## config.mk

```make
export PLATFORM = sky130hd
export DESIGN_NAME = uart_alu_top
export DESIGN_NICKNAME = d
export VERILOG_FILES = /design/src/design/uart_alu_pkg.sv /design/src/design/alu.sv /design/src/design/alu_command_sequencer.sv /design/src/design/byte_fifo.sv /design/src/design/uart_alu_top.sv /design/src/design/uart_rx.sv /design/src/design/uart_tx.sv
export SDC_FILE = /design/constraint.sdc
export NUM_CORES = 1
export LEC_CHECK = 0
export BUFFER_PORTS_ARGS = -buffer_cell sky130_fd_sc_hd__buf_4
export CAP_MARGIN = 20
export CORE_AREA = 2 2 126 128
export CTS_CLUSTER_SIZE = 25
export DETAILED_ROUTE_END_ITERATION = 8
export DIE_AREA = 0 0 128 130
export PLACE_DENSITY_LB_ADDON = 0.05
export SETUP_SLACK_MARGIN = 0.2
export SYNTH_ARGS = -nofsm -noshare
export SYNTH_HDL_FRONTEND = slang
export SYNTH_SLANG_ARGS = --single-unit
export TNS_END_PERCENT = 50
```

## constraint.sdc

```tcl
create_clock -name i_clock -period 5.74 [get_ports i_clock]
set_clock_uncertainty 0.05 [all_clocks]
set_input_delay 0.287 -clock i_clock [delete_from_list [all_inputs] [get_ports i_clock]]
set_output_delay 0.287 -clock i_clock [all_outputs]
set_load 0.1 [all_outputs]
```

## src/design/uart_alu_pkg.sv

```systemverilog
package uart_alu_pkg;

    // Byte and opcode widths
    localparam int DATA_WIDTH   = 8;
    localparam int OPCODE_WIDTH = 6;

    // Serial bit timing in clocks
    localparam int CLKS_PER_BIT    = 16;
    localparam int HALF_BIT_CLKS   = CLKS_PER_BIT / 2;
    localparam int CLK_COUNT_WIDTH = $clog2(CLKS_PER_BIT);

    // Entries per FIFO
    localparam int FIFO_DEPTH = 8;

    typedef logic [DATA_WIDTH-1:0]         data_t;
    typedef logic [OPCODE_WIDTH-1:0]       opcode_t;
    typedef logic [CLK_COUNT_WIDTH-1:0]    clk_count_t;
    typedef logic [$clog2(DATA_WIDTH)-1:0] bit_index_t;

    // Codes follow the MIPS function field
    typedef enum opcode_t {
        ADD = 6'b100000,
        SUB = 6'b100010,
        AND = 6'b100100,
        OR  = 6'b100101,
        XOR = 6'b100110,
        NOR = 6'b100111,
        SRL = 6'b000010,
        SRA = 6'b000011
    } alu_op_e;

    typedef struct packed {
        opcode_t opcode;
        data_t   operand_a;
        data_t   operand_b;
    } alu_command_t;

    typedef enum logic [1:0] {
        GET_OPCODE,
        GET_OPERAND_A,
        GET_OPERAND_B,
        WRITE_RESULT
    } seq_state_e;

endpackage

```

## src/design/alu.sv

```systemverilog
`timescale 1ns/1ns

module alu import uart_alu_pkg::*; (
    input  alu_command_t i_command,
    output data_t        o_result
);

    data_t      operand_a;
    data_t      operand_b;
    bit_index_t shift_amount;

    assign operand_a = i_command.operand_a;
    assign operand_b = i_command.operand_b;

    // Only the low bits of B count for shifts
    assign shift_amount = operand_b[$bits(bit_index_t)-1:0];

    always_comb begin
        case (i_command.opcode)
            ADD: begin
                o_result = operand_a + operand_b;
            end
            SUB: begin
                o_result = operand_a - operand_b;
            end
            AND: begin
                o_result = operand_a & operand_b;
            end
            OR: begin
                o_result = operand_a | operand_b;
            end
            XOR: begin
                o_result = operand_a ^ operand_b;
            end
            NOR: begin
                o_result = ~(operand_a | operand_b);
            end
            SRL: begin
                o_result = operand_a >> shift_amount;
            end
            SRA: begin
                // Sign fill from bit 7 of A
                o_result = data_t'($signed(operand_a) >>> shift_amount);
            end
            default: begin
                o_result = '0;
            end
        endcase
    end

endmodule

```

## src/design/alu_command_sequencer.sv

```systemverilog
`timescale 1ns/1ns

module alu_command_sequencer import uart_alu_pkg::*; (
    input  logic         i_clock,
    input  logic         i_reset,
    // Receive FIFO side
    input  data_t        i_rx_data,
    input  logic         i_rx_empty,
    output logic         o_rx_read,
    // ALU side
    output alu_command_t o_command,
    input  data_t        i_result,
    // Transmit FIFO side
    input  logic         i_tx_full,
    output data_t        o_tx_data,
    output logic         o_tx_write
);

    seq_state_e   state;
    alu_command_t command;
    data_t        result_reg;
    logic         tx_write_reg;
    logic         result_take;

    ////////////////////////////////////////////////////////////////////////////
    // Strobes and outputs
    ////////////////////////////////////////////////////////////////////////////

    // Pop in any GET state as soon as a byte is waiting
    assign o_rx_read   = (state != WRITE_RESULT) && !i_rx_empty;
    assign result_take = (state == WRITE_RESULT) && !i_tx_full;

    assign o_command  = command;
    assign o_tx_data  = result_reg;
    assign o_tx_write = tx_write_reg;

    ////////////////////////////////////////////////////////////////////////////
    // Command FSM
    ////////////////////////////////////////////////////////////////////////////

    always_ff @(posedge i_clock or posedge i_reset) begin
        if (i_reset) begin
            state        <= GET_OPCODE;
            command      <= '0;
            tx_write_reg <= 1'b0;
        end else begin
            tx_write_reg <= 1'b0;
            case (state)
                GET_OPCODE: begin
                    if (o_rx_read) begin
                        // Top two bits of the opcode byte are ignored
                        command.opcode <= i_rx_data[OPCODE_WIDTH-1:0];
                        state          <= GET_OPERAND_A;
                    end
                end
                GET_OPERAND_A: begin
                    if (o_rx_read) begin
                        command.operand_a <= i_rx_data;
                        state             <= GET_OPERAND_B;
                    end
                end
                GET_OPERAND_B: begin
                    if (o_rx_read) begin
                        command.operand_b <= i_rx_data;
                        state             <= WRITE_RESULT;
                    end
                end
                WRITE_RESULT: begin
                    // Wait here while the transmit FIFO is full
                    if (result_take) begin
                        tx_write_reg <= 1'b1;
                        state        <= GET_OPCODE;
                    end
                end
                default: state <= GET_OPCODE;
            endcase
        end
    end

    // Result goes out with the write strobe on the following cycle
    always_ff @(posedge i_clock) begin
        if (result_take) begin
            result_reg <= i_result;
        end
    end

endmodule

```

## src/design/byte_fifo.sv

```systemverilog
`timescale 1ns/1ns

module byte_fifo import uart_alu_pkg::*; #(
    parameter int DEPTH = FIFO_DEPTH
) (
    input  logic  i_clock,
    input  logic  i_reset,
    input  logic  i_write,
    input  data_t i_data,
    input  logic  i_read,
    output data_t o_data,
    output logic  o_empty,
    output logic  o_full
);

    typedef logic [$clog2(DEPTH)-1:0]   ptr_t;
    typedef logic [$clog2(DEPTH+1)-1:0] count_t;

    data_t  mem [DEPTH];
    ptr_t   read_ptr;
    ptr_t   write_ptr;
    count_t count;
    logic   do_write;
    logic   do_read;

    assign o_empty  = (count == '0);
    assign o_full   = (count == count_t'(DEPTH));
    assign do_write = i_write && !o_full;
    assign do_read  = i_read && !o_empty;

    // First word fall through
    assign o_data = mem[read_ptr];

    always_ff @(posedge i_clock or posedge i_reset) begin
        if (i_reset) begin
            read_ptr  <= '0;
            write_ptr <= '0;
            count     <= '0;
        end else begin
            if (do_write) begin
                write_ptr <= (write_ptr == ptr_t'(DEPTH - 1)) ? '0 : write_ptr + 1'b1;
            end
            if (do_read) begin
                read_ptr <= (read_ptr == ptr_t'(DEPTH - 1)) ? '0 : read_ptr + 1'b1;
            end
            case ({do_write, do_read})
                2'b10:   count <= count + 1'b1;
                2'b01:   count <= count - 1'b1;
                default: count <= count;
            endcase
        end
    end

    always_ff @(posedge i_clock) begin
        if (do_write) begin
            mem[write_ptr] <= i_data;
        end
    end

endmodule

```

## src/design/uart_alu_top.sv

```systemverilog
`timescale 1ns/1ns

module uart_alu_top import uart_alu_pkg::*; (
    input  logic i_clock,
    input  logic i_reset,
    input  logic i_rx_serial,
    output logic o_tx_serial
);

    data_t        rx_byte;
    logic         rx_byte_valid;
    data_t        rx_fifo_data;
    logic         rx_fifo_empty;
    logic         rx_fifo_read;
    alu_command_t command;
    data_t        alu_result;
    data_t        tx_fifo_wdata;
    logic         tx_fifo_write;
    logic         tx_fifo_full;
    data_t        tx_fifo_data;
    logic         tx_fifo_empty;
    logic         tx_fifo_read;

    ////////////////////////////////////////////////////////////////////////////
    // Receive path
    ////////////////////////////////////////////////////////////////////////////

    uart_rx uart_rx_inst (
        .i_clock      (i_clock),
        .i_reset      (i_reset),
        .i_serial     (i_rx_serial),
        .o_data       (rx_byte),
        .o_data_valid (rx_byte_valid)
    );

    // Bytes arriving while full are dropped inside the FIFO
    byte_fifo rx_fifo (
        .i_clock (i_clock),
        .i_reset (i_reset),
        .i_write (rx_byte_valid),
        .i_data  (rx_byte),
        .i_read  (rx_fifo_read),
        .o_data  (rx_fifo_data),
        .o_empty (rx_fifo_empty),
        .o_full  ()
    );

    ////////////////////////////////////////////////////////////////////////////
    // Command and compute
    ////////////////////////////////////////////////////////////////////////////

    alu_command_sequencer alu_command_sequencer_inst (
        .i_clock    (i_clock),
        .i_reset    (i_reset),
        .i_rx_data  (rx_fifo_data),
        .i_rx_empty (rx_fifo_empty),
        .o_rx_read  (rx_fifo_read),
        .o_command  (command),
        .i_result   (alu_result),
        .i_tx_full  (tx_fifo_full),
        .o_tx_data  (tx_fifo_wdata),
        .o_tx_write (tx_fifo_write)
    );

    alu alu_inst (
        .i_command (command),
        .o_result  (alu_result)
    );

    // Transmit path
    byte_fifo tx_fifo (
        .i_clock (i_clock),
        .i_reset (i_reset),
        .i_write (tx_fifo_write),
        .i_data  (tx_fifo_wdata),
        .i_read  (tx_fifo_read),
        .o_data  (tx_fifo_data),
        .o_empty (tx_fifo_empty),
        .o_full  (tx_fifo_full)
    );

    uart_tx uart_tx_inst (
        .i_clock      (i_clock),
        .i_reset      (i_reset),
        .i_fifo_empty (tx_fifo_empty),
        .i_data       (tx_fifo_data),
        .o_read       (tx_fifo_read),
        .o_serial     (o_tx_serial)
    );

endmodule

```

## src/design/uart_rx.sv

```systemverilog
`timescale 1ns/1ns

module uart_rx import uart_alu_pkg::*; (
    input  logic  i_clock,
    input  logic  i_reset,
    input  logic  i_serial,
    output data_t o_data,
    output logic  o_data_valid
);

    typedef enum logic [1:0] {
        RX_IDLE,
        RX_START,
        RX_DATA,
        RX_STOP
    } rx_state_e;

    rx_state_e  state;
    logic [1:0] serial_sync;
    logic       serial_prev;
    clk_count_t clock_count;
    bit_index_t bit_index;
    data_t      shift_data;
    logic       bit_sample;

    // Two flop synchronizer plus one stage for the falling edge
    always_ff @(posedge i_clock or posedge i_reset) begin
        if (i_reset) begin
            serial_sync <= 2'b11;
            serial_prev <= 1'b1;
        end else begin
            serial_sync <= {serial_sync[0], i_serial};
            serial_prev <= serial_sync[1];
        end
    end

    // Counter is realigned at mid start bit, so every wrap lands mid-bit
    assign bit_sample = (clock_count == clk_count_t'(CLKS_PER_BIT - 1));

    always_ff @(posedge i_clock or posedge i_reset) begin
        if (i_reset) begin
            state        <= RX_IDLE;
            clock_count  <= '0;
            bit_index    <= '0;
            o_data_valid <= 1'b0;
        end else begin
            o_data_valid <= 1'b0;
            case (state)
                RX_IDLE: begin
                    clock_count <= '0;
                    bit_index   <= '0;
                    if (serial_prev && !serial_sync[1]) begin
                        state <= RX_START;
                    end
                end
                RX_START: begin
                    if (clock_count == clk_count_t'(HALF_BIT_CLKS - 1)) begin
                        clock_count <= '0;
                        // Line back high at mid-bit means a glitch
                        state <= serial_sync[1] ? RX_IDLE : RX_DATA;
                    end else begin
                        clock_count <= clock_count + 1'b1;
                    end
                end
                RX_DATA: begin
                    clock_count <= clock_count + 1'b1;
                    if (bit_sample) begin
                        bit_index <= bit_index + 1'b1;
                        if (bit_index == bit_index_t'(DATA_WIDTH - 1)) begin
                            state <= RX_STOP;
                        end
                    end
                end
                RX_STOP: begin
                    clock_count <= clock_count + 1'b1;
                    if (bit_sample) begin
                        // Bad stop bit drops the byte
                        o_data_valid <= serial_sync[1];
                        state        <= RX_IDLE;
                    end
                end
                default: state <= RX_IDLE;
            endcase
        end
    end

    // LSB arrives first, so shift in from the top
    always_ff @(posedge i_clock) begin
        if (state == RX_DATA && bit_sample) begin
            shift_data <= {serial_sync[1], shift_data[DATA_WIDTH-1:1]};
        end
    end

    assign o_data = shift_data;

endmodule

```

## src/design/uart_tx.sv

```systemverilog
`timescale 1ns/1ns

module uart_tx import uart_alu_pkg::*; (
    input  logic  i_clock,
    input  logic  i_reset,
    input  logic  i_fifo_empty,
    input  data_t i_data,
    output logic  o_read,
    output logic  o_serial
);

    typedef enum logic [1:0] {
        TX_IDLE,
        TX_START,
        TX_DATA,
        TX_STOP
    } tx_state_e;

    tx_state_e  state;
    clk_count_t clock_count;
    bit_index_t bit_index;
    data_t      shift_data;
    logic       bit_end;
    logic       frame_end;

    assign bit_end   = (clock_count == clk_count_t'(CLKS_PER_BIT - 1));
    assign frame_end = (state == TX_STOP) && bit_end;

    // Pop when idle, or at the last stop clock for back to back frames
    assign o_read = !i_fifo_empty && ((state == TX_IDLE) || frame_end);

    always_ff @(posedge i_clock or posedge i_reset) begin
        if (i_reset) begin
            state       <= TX_IDLE;
            clock_count <= '0;
            bit_index   <= '0;
        end else begin
            clock_count <= (state == TX_IDLE || bit_end) ? '0 : clock_count + 1'b1;
            case (state)
                TX_IDLE: begin
                    if (o_read) begin
                        state <= TX_START;
                    end
                end
                TX_START: begin
                    bit_index <= '0;
                    if (bit_end) begin
                        state <= TX_DATA;
                    end
                end
                TX_DATA: begin
                    if (bit_end) begin
                        bit_index <= bit_index + 1'b1;
                        if (bit_index == bit_index_t'(DATA_WIDTH - 1)) begin
                            state <= TX_STOP;
                        end
                    end
                end
                TX_STOP: begin
                    if (bit_end) begin
                        state <= o_read ? TX_START : TX_IDLE;
                    end
                end
                default: state <= TX_IDLE;
            endcase
        end
    end

    always_ff @(posedge i_clock) begin
        if (o_read) begin
            shift_data <= i_data;
        end else if (state == TX_DATA && bit_end) begin
            shift_data <= shift_data >> 1;
        end
    end

    always_comb begin
        case (state)
            TX_START: o_serial = 1'b0;
            TX_DATA:  o_serial = shift_data[0];
            default:  o_serial = 1'b1;
        endcase
    end

endmodule

```

# [Yosys cells after proc, flatten, opt, wreduce, memory -nomap -nowiden]
# Memories as Yosys holds them, arrays and structs flattened.
# Index checks and enable logic that the tools add are counted.
[word_totals] output_inout_bits=1 elab_cells=173 latchBits=0 mem_bits_rw=128 mem_count=2 reg_bits=91 mem_bits_ro=0
[classes] div=0 bitwise=4 add_sub_neg=14 mux=44 eq_ne=47 n_mul=0 n_lt_le_gt_ge=0 n_reduce_logical=37 shifts=2
[memory_table] memory="rx_fifo.mem" depth=8 word_bits=8 read_ports=1 rd_ports_with_merged_regs=0 write_ports=1 line="byte_fifo.sv:19" text="data_t mem [DEPTH];"
[memory_table] memory="tx_fifo.mem" depth=8 word_bits=8 read_ports=1 rd_ports_with_merged_regs=0 write_ports=1 line="byte_fifo.sv:19"
[ops] operator="$pmux W8 S8" count=1
[ops] operator="$eq A6 B6 Y1 const B" count=6
[ops] operator="$mux W2" count=15
[ops] operator="$pmux W2 S4" count=3
[ops] operator="$ne A2 B1 Y1 const B" count=10
[ops] operator="$add A3 B1 Y3 const B" count=6
[ops] operator="$eq A3 B3 Y1 const B" count=6
[ops] operator="$mux W3" count=6
[ops] operator="$add A4 B1 Y4 const B" count=4
[ops] operator="$eq A2 B2 Y1 const B" count=8
[ops] operator="$eq A4 B4 Y1 const B" count=4
[ops] operator="$mux W8" count=2
[ops] operator="$pmux W4 S2" count=2
[ops] operator="$eq A6 B2 Y1 const B" count=2
[ops] operator="$pmux W3 S2" count=2
[ops] operator="$pmux W4 S3" count=1
[ops] operator="$logic_and A1 B1 Y1" count=11
[ops] operator="$eq A2 B1 Y1 const B" count=5
[ops] operator="$ne A2 B2 Y1 const B" count=5
[ops] operator="$reduce_and A2 Y1" count=5
[ops] operator="$reduce_and A5 Y1" count=2
[ops] operator="$reduce_bool A2 Y1" count=5
[ops] operator="$mux W1" count=9
[ops] operator="$add A8 B8 Y8" count=1
[ops] operator="other kinds (17)" count=27

# [Depth between registers and ports, before layout]
# Gate-level depths: netlist of run 1.
[logic_depth] word_depth=7 depth_mapped=13 depth_no_buf=11

# [Cells and area by module]
# Synthesis of run 1 repeated with hierarchy kept, for this count alone.
[hier_totals] cells_unflattened=716 hier_area_um2=10826.6
[modules_own_cells] module="byte_fifo at rx_fifo" seq_area_each_um2=2172.1 cells_per_inst=163 instances=1 area_per_inst_um2=3168.0
[modules_own_cells] module="byte_fifo at tx_fifo" seq_area_each_um2=2172.1 cells_per_inst=161 instances=1 area_per_inst_um2=3158.0
[modules_own_cells] module="alu" seq_area_each_um2=0.0 cells_per_inst=185 instances=1 area_per_inst_um2=1380.1
[modules_own_cells] module="alu_command_sequencer" seq_area_each_um2=865.8 cells_per_inst=77 instances=1 area_per_inst_um2=1337.5
[modules_own_cells] module="uart_tx" seq_area_each_um2=465.4 cells_per_inst=71 instances=1 area_per_inst_um2=950.9
[modules_own_cells] module="uart_rx" seq_area_each_um2=569.3 cells_per_inst=59 instances=1 area_per_inst_um2=832.0

# [Least setup slack after synthesis of run 1]
# Ideal clock, no wire load.
[synth_path] path_type="reg-to-reg" start="register alu_command_sequencer_inst.o_command[1] (netlist name)" end="register alu_command_sequencer_inst.result_reg[7], in the netlist alu_command_sequencer_inst.o_tx_data[7] (data pin)" synth_period_minus_slack_ps=2946 n_path_buf=1 setup_ps=266 path_stages_with_launch=13 t_arrival_ps=2630 setup_slack_ps=2794 t_required_ps=5424 cell_sequence="dfrtp_1 -> clkbuf_1 -> inv_1 -> ha_1 -> nand2_1 -> o21ai_0 -> xnor2_1 -> ha_1 -> a21o_1 -> a31o_2 -> a21oi_1 -> nor4_1 -> or3b_1"
[synth_via] elab_chain_cells=2
[synth_lines] element="$sub A8 B8 Y8, or another cell as far along" line="alu.sv:24" text="o_result = operand_a - operand_b;"
[synth_lines] element="$pmux W8 S8 *" line="alu.sv:19" text="case (i_command.opcode)"
[synth_lines] element="via alu_command_sequencer_inst.i_result[7]" line="alu_command_sequencer.sv:12" text="input data_t i_result,"
[synth_lines] element="end signal, assigned" line="alu_command_sequencer.sv:83" text="result_reg <= i_result;"
[synth_lines] element="end, declared" line="alu_command_sequencer.sv:21" text="data_t result_reg;"
# Mark *: on every way through the listed nets, which the timed path passes. The rest lies on a longest branch.
# A chain may end at the register's enable or synchronous reset.

# [Worst setup path after layout of run 1]
[layout_path] start="register alu_command_sequencer_inst.o_command[17] (netlist name)" end="register alu_command_sequencer_inst.result_reg[7], in the netlist alu_command_sequencer_inst.o_tx_data[7] (data pin)"
[layout_via] elab_chain_cells=2
[layout_lines] element="$eq A6 B2 Y1 / $eq A6 B6 Y1 (equally long branches)" line="alu.sv:19"
[layout_lines] element="$pmux W8 S8 *" line="alu.sv:19"
[layout_lines] element="via alu_command_sequencer_inst.i_result[7]" line="alu_command_sequencer.sv:12"
# Marked as above.

==> results of run 1 <==
==> metal layers <==
layer / vias to the layer above / track usage
met5: - / 0
met4: 0 / 0.0575
met3: 29 / 0.0402
met2: 144 / 0.426
met1: 2945 / 0.348
li1: 2687 / -
==> worst paths after layout <==
kind                                                          start                                  endpoint  slack (ps)
hold reg to reg                         uart_rx_inst.serial_sync[0]               uart_rx_inst.serial_sync[1]         310
max in group asynchronous                                   i_reset  alu_command_sequencer_inst.o_command[15]        5070
min in group i_clock                    uart_rx_inst.serial_sync[0]               uart_rx_inst.serial_sync[1]         310
setup / recovery           alu_command_sequencer_inst.o_command[17]   alu_command_sequencer_inst.o_tx_data[7]        2230
setup reg to reg           alu_command_sequencer_inst.o_command[17]   alu_command_sequencer_inst.o_tx_data[7]        2230
hold / removal                                              i_reset                                 async pin         -30
==> what timing repair did <==
action | in CTS | in global routing
endpoints found under the hold margin | 1 | 0
buffers inserted | 0 | 0
setup endpoints to repair | 0 | 0
hold buffers | 1 | 0
==> metrics by stage <==
step	instance area (sq um)	instances
final	11200	919
after global routing	11200	919
after CTS	11200	918
after detailed placement	10500	877
after global placement	10500	877
after floorplan	10300	701
==> Yosys cell counts, drive strengths merged (16+ instances only) <==
master	n	area (sq um)
nor2	55	211
nor3	18	95.1
edfxtp	152	4560
buf	16	105
mux2i	18	180
a21oi	44	220
mux4	36	856
mux2	27	308
xnor2	16	140
dfrtp	64	1600
nand2	28	105
ha	53	663
inv	32	120
==> flip-flops by register name, summed over array words and instances, names as in the netlist, 4 cells and up, named ones only <==
register,flops
rx_fifo.mem,64
tx_fifo.mem,64
alu_command_sequencer_inst.o_command,22
alu_command_sequencer_inst.o_tx_data,8
uart_rx_inst.o_data,8
uart_tx_inst.shift_data,8
rx_fifo.count,4
tx_fifo.count,4
uart_rx_inst.clock_count,4
uart_tx_inst.clock_count,4
==> worst register-to-register path: stages (launching register included) <==
cell and delay (ps):
dfrtp_1 950, nor4b_2 420, nand2_1 200, o21ai_0 140, xnor2_1 150, ha_1 290, a21o_1 220, a31o_2 240
a21oi_1 170, nor4_1 70, or3b_1 350
==> cell type report <==
cell class / instances / share of cell area
inverter: 32 / 0.0107
timing repair buffer: 13 / 0.0107
tap: 192 / 0.0214
clock inverter: 14 / 0.0161
sequential: 219 / 0.555
multi-input combinational: 423 / 0.335
clock buffer: 26 / 0.0503
==> power by group <==
group / internal (mW) / switching [mW] / leakage [nW]
Combinational: 1.13 / 1.18 / 1.80
Sequential: 2.10 / 0.565 / 2.18
Clock: 0.888 / 0.583 / 0.364
Total: 4.12 / 2.33 / 4.35
==> cell families (layout without fill, tap and decap cells) <==
| group | after synthesis | in the layout | synth area share |
|---|---|---|---|
| multiplexers | 81 | 81 | 0.131 |
| AND/OR/NAND/NOR | 145 | 145 | 0.0695 |
| flip-flops | 219 | 219 | 0.608 |
| adder cells (fa/ha/maj) | 56 | 56 | 0.0704 |
| XOR/XNOR | 29 | 29 | 0.0247 |
| buffers and inverters | 59 | 85 | 0.0260 |
| AO/OA/AOI/OAI | 112 | 112 | 0.0702 |
==> qor.yml, run 1 <==
status:
  outcome: "complete, but fails checks"
  violations: "hold timing"
setup_path:
  crit_buf_inv: 0
  worst_setup_path_end_kind: "flip-flop"
  cp.depth: 10
  critical_path.startpoint_type: "flip-flop"
  cp_data_required_time_ps: 5930
  critPathMaxStageDelay_ps: 950
  crit_family: "simple AND/OR/NAND/NOR gates"
  critPathArrivalTime_ps: 3700
  path_cells: "nor4b_2, nand2_1, o21ai_0, xnor2_1, ha_1, a21o_1, a31o_2, a21oi_1, nor4_1, or3b_1"
  crit_fanout: 23
  critPathKind: "reg2reg"
  rr_worst_depth: 10
  crit_slowest_cell: "dfrtp_1"
route:
  firstDrtPassIters: 5
  highest_layer: "met4"
  route.met3.wl_um: 953
  wl_met1_um: 8780
  routed_wl_um: 19900
  route.met2.wl_um: 9820
  ant_nets: 0
  avgViaCountPerCell: 6.32
  wl_per_cell_um: 21.6
  first_iter_violations: 474
  drc: 0
  vias: 5805
clock_network:
  clkSlewWorstSetupHoldPaths_ps: 60
  post_cts_resized: 0
  cts_buffers: 22
  root_buffer: "clkbuf_16"
  clock_sinks: 219
  h-tree-depth: 1
  cts_tree: "yes"
  clockBufferDepth: 3
  clkLatencyLatePin_ps: 510
pwr:
  leakagePower_nw: 4.35
  power_density_mw_per_mm2: 573
  finalPower_mw: 6.44
  peakVddDrop_mv: 0.418
floorplan:
  io_pins: 4
  core_area_sq_mm: 0.0154
  row_count: 46
  start_util: 0.666
  die_y_um: 130
  dieArea_sq_mm: 0.0166
  die_w_um: 128
yosys:
  ys.flop_type: "edfxtp_1"
  async_reset_ff_frac: 0.306
  postSynthCellCount: 701
  synthesis.nets: 760
  ys_warn_count: 0
  synth_area_per_cell_sq_um: 14.6
  synthDistinctLibCells: 61
  synth_area_sq_mm: 0.0103
  synth_edf_count: 152
  yosysSeqAreaShare: 0.608
  synth_seq_cells: 219
placement:
  numPortBuffers: 3
  gp_congestion: 0.946
  hpwl_um: 12800
  dp_worst_setup_slack_ps: 2280
sta:
  timing.final.crit_share: 0.612
  rsz0062_at_grt: "no"
  slew_violations: 0
  fmax_mhz: 285
  maxSlewHeadroom: 0.324
  tightest_slew_ps: 1010
  fin_ws_ps: 2230
  fin_worst_hold_slack_ps: -25.1
  setup_tns_ps: 0
  final_hold_viol_count: 10
  fin_crit_ps: 3510
  timing.final.setup_violations: 0
cells_and_area:
  layout_common_cells: "edfxtp_1, dfrtp_1, nor2_1, ha_1, a21oi_1"
  syn_to_final_growth_pct: 9.51
  antenna_cells: 0
  multi_input_area_sq_mm: 0.00377
  final_nets: 770
  seq_area_sq_mm: 0.00624
  final_common_cell: "edfxtp_1"
  final_util: 0.729
  drive_gt1_frac: 0.151
  fillCellCount: 981
global_routing:
  grt_max_degree: 68
  grt_pass1_vias: 5842
  grt-ovfl-total: 0
  grt_pass1_wl_um: 31600
  antenna_found_initial: 0
  track_usage: 0.250
flow_run:
  drv_cap: 0
min_path:
  hold_class: "in2async"
Note: power is estimated with default switching activity, not from simulation.
==> run 2: changes to the inputs <==
--- a/config.mk
+++ b/config.mk
@@ -7,10 +7,10 @@
 export LEC_CHECK = 0
 export BUFFER_PORTS_ARGS = -buffer_cell sky130_fd_sc_hd__buf_4
 export CAP_MARGIN = 20
-export CORE_AREA = 2 2 126 128
+export CORE_AREA = 2 2 131 133
 export CTS_CLUSTER_SIZE = 25
 export DETAILED_ROUTE_END_ITERATION = 8
-export DIE_AREA = 0 0 128 130
+export DIE_AREA = 0 0 133 135
 export PLACE_DENSITY_LB_ADDON = 0.05
 export SETUP_SLACK_MARGIN = 0.2
 export SYNTH_ARGS = -nofsm -noshare
==> constraint.sdc (replaced) <==
create_clock -name i_clock -period 3.25 [get_ports i_clock]
set_clock_uncertainty 0.05 [all_clocks]
set_input_delay 0.1625 -clock i_clock [delete_from_list [all_inputs] [get_ports i_clock]]
set_output_delay 0.1625 -clock i_clock [all_outputs]
set_load 0.1 [all_outputs]
==> run 2 against run 1 <==
The run now ends clean. Global-route usage down 2.5 points. Non-clock buffer count increased by 12. Utilization is 3.5 points lower. Critical path type unchanged. Critical endpoint unchanged. Largest cell class unchanged. Largest power group is now combinational logic. Highest routed layer unchanged.
==> qor.yml, run 2 (same netlist as run 1, synthesis figures left out) <==
sta:
  setup_tns_ps: 0
  slew_violations: 0
  rsz0062_at_grt: "yes"
  final_hold_viol_count: 0
  fin_ws_ps: 346
  maxSlewHeadroom: 0.355
  timing.final.crit_share: 0.894
  timing.final.setup_violations: 0
  fin_worst_hold_slack_ps: 172
  fin_crit_ps: 2900
  tightest_slew_ps: 964
  fmax_mhz: 344
pwr:
  peakVddDrop_mv: 0.660
  p_int_mw: 7.46
  p_sw_mw: 4.09
  power_frac_comb: 0.385
  switching_share: 0.354
  p_clk_frac: 0.232
  leakagePower_nw: 4.41
  p_seq_frac: 0.383
  power_density_mw_per_mm2: 1010
setup_path:
  rr_worst_depth: 10
  worst_setup_path_end_kind: "flip-flop"
  crit_fanout: 6
  r2r_end: "alu_command_sequencer_inst.o_tx_data[7]"
  worst_r2r_startpoint: "alu_command_sequencer_inst.o_command[18]"
  critPathArrivalTime_ps: 3100
  endpoint: "alu_command_sequencer_inst.o_tx_data[7]"
  critPathKind: "reg2reg"
  startpoint: "alu_command_sequencer_inst.o_command[18]"
  reg2reg_slack_ps: 350
  critical_path.startpoint_type: "flip-flop"
  cp_data_required_time_ps: 3440
clock_network:
  clockBufferDepth: 3
  root_buffer: "clkbuf_16"
  clkSlewWorstSetupHoldPaths_ps: 60
  cts_tree: "yes"
  clock_sinks: 219
  h-tree-depth: 1
  cts_buffers: 23
  clkLatencyLatePin_ps: 490
  post-cts-setup-buffers: 0
placement:
  gp_congestion: 0.929
  placed_area_sq_mm: 0.0106
  numPortBuffers: 3
  hpwl_um: 13200
  dp_worst_setup_slack_ps: 363
route:
  wl_per_cell_um: 20.1
  firstDrtPassIters: 5
  vias: 5788
  avgViaCountPerCell: 6.03
  routed_wl_um: 19300
  ant_nets: 0
  first_iter_violations: 363
  drc: 0
global_routing:
  grt_pass1_wl_um: 31300
  grt-ovfl-total: 0
  antenna_found_initial: 0
  track_usage: 0.225
  grt_max_degree: 31
  grt_pass1_vias: 6017
cells_and_area:
  final_nets: 783
  drive_gt1_frac: 0.158
  final_common_cell: "edfxtp_1"
  final_util: 0.694
  antenna_cells: 0
  syn_to_final_growth_pct: 10.8
  final_area_sq_mm: 0.0114
  layout_common_cells: "edfxtp_1, dfrtp_1, nor2_1, ha_1, a21oi_1"
status:
  outcome: "finished clean"
floorplan:
  die_w_um: 133
  io_pins: 4
  start_util: 0.626
  die_y_um: 135
  core_area_sq_mm: 0.0164
  row_count: 47
  dieArea_sq_mm: 0.0180
min_path:
  hold_class: "in2async"
flow_run:
  drv_cap: 0
## run 2: cell count changes in the layout (fill, tap and decap cells not counted), moves of 2 or more
| cell | previous run | this run |
|---|---|---|
| buf_4 | 11 | 23 |
| clkinv_2 | 4 | 1 |
| clkinv_1 | 3 | 6 |
| clkbuf_1 | 4 | 6 |
## run 2: worst min path at each step
stage                start                          end  slack [ps]  depth (start not counted)
5_1_grt            i_reset    uart_tx_inst.bit_index[0]         200                          3
2_1_floorplan  i_rx_serial  uart_rx_inst.serial_sync[0]         120                          0
6_report           i_reset    uart_tx_inst.bit_index[0]         170                          3
3_3_place_gp       i_reset          tx_fifo.read_ptr[0]         130                          2
4_1_cts            i_reset    uart_tx_inst.bit_index[0]         180                          3
3_5_place_dp       i_reset          tx_fifo.read_ptr[1]         140                          2
## run 2: power groups by stage
stage | Sequential, mW | Combinational (mW) | Clock, mW
floorplan | 4.12 | 3.66 | 0
global placement | 4.42 | 4.21 | 0
detailed placement | 4.47 | 4.42 | 0
CTS | 4.42 | 4.47 | 2.73
global route | 4.52 | 4.95 | 2.84
finish | 4.42 | 4.44 | 2.68
## run 2: repair_timing
action / CTS / global route
hold endpoints to repair: 17 / 0
setup endpoints to repair: 0 / 2
resized for setup: 0 / 1
hold buffers: 2 / 0
## run 2: area by class of cell
type / count / area (sq um)
multi-input cells: 423 / 3770
fillers: 1078 / 5030
well taps: 220 / 275
repair buffers: 25 / 193
inverters: 32 / 120
clock inverters: 12 / 178
flip-flops and latches: 219 / 6240
clock buffers: 29 / 598
## run 2: through the flow
stage | std cells | total power [mW]
5_1_grt | 960 | 12.3
3_5_place_dp | 917 | 8.89
3_3_place_gp | 917 | 8.63
2_1_floorplan | 701 | 7.77
6_report | 960 | 11.5
4_1_cts | 960 | 11.6
## run 2: critical path: stages, from the launching register on
cell and delay [ps]:
dfrtp_1 410, nor4b_2 360, nand2_1 190, o21ai_0 140, xnor2_1 160, ha_1 310
a21o_1 220, a31o_2 250, a21oi_1 160, nor4_1 60, or3b_1 340
## run 2: routing by layer
metal  vias to the layer above  track usage  routed length (um)
met5                         -            0                   0
li1                       2712            -                   -
met4                         0       0.0789                 652
met2                       115        0.416               10200
met3                        44       0.0319                 663
met1                      2917        0.270                7800
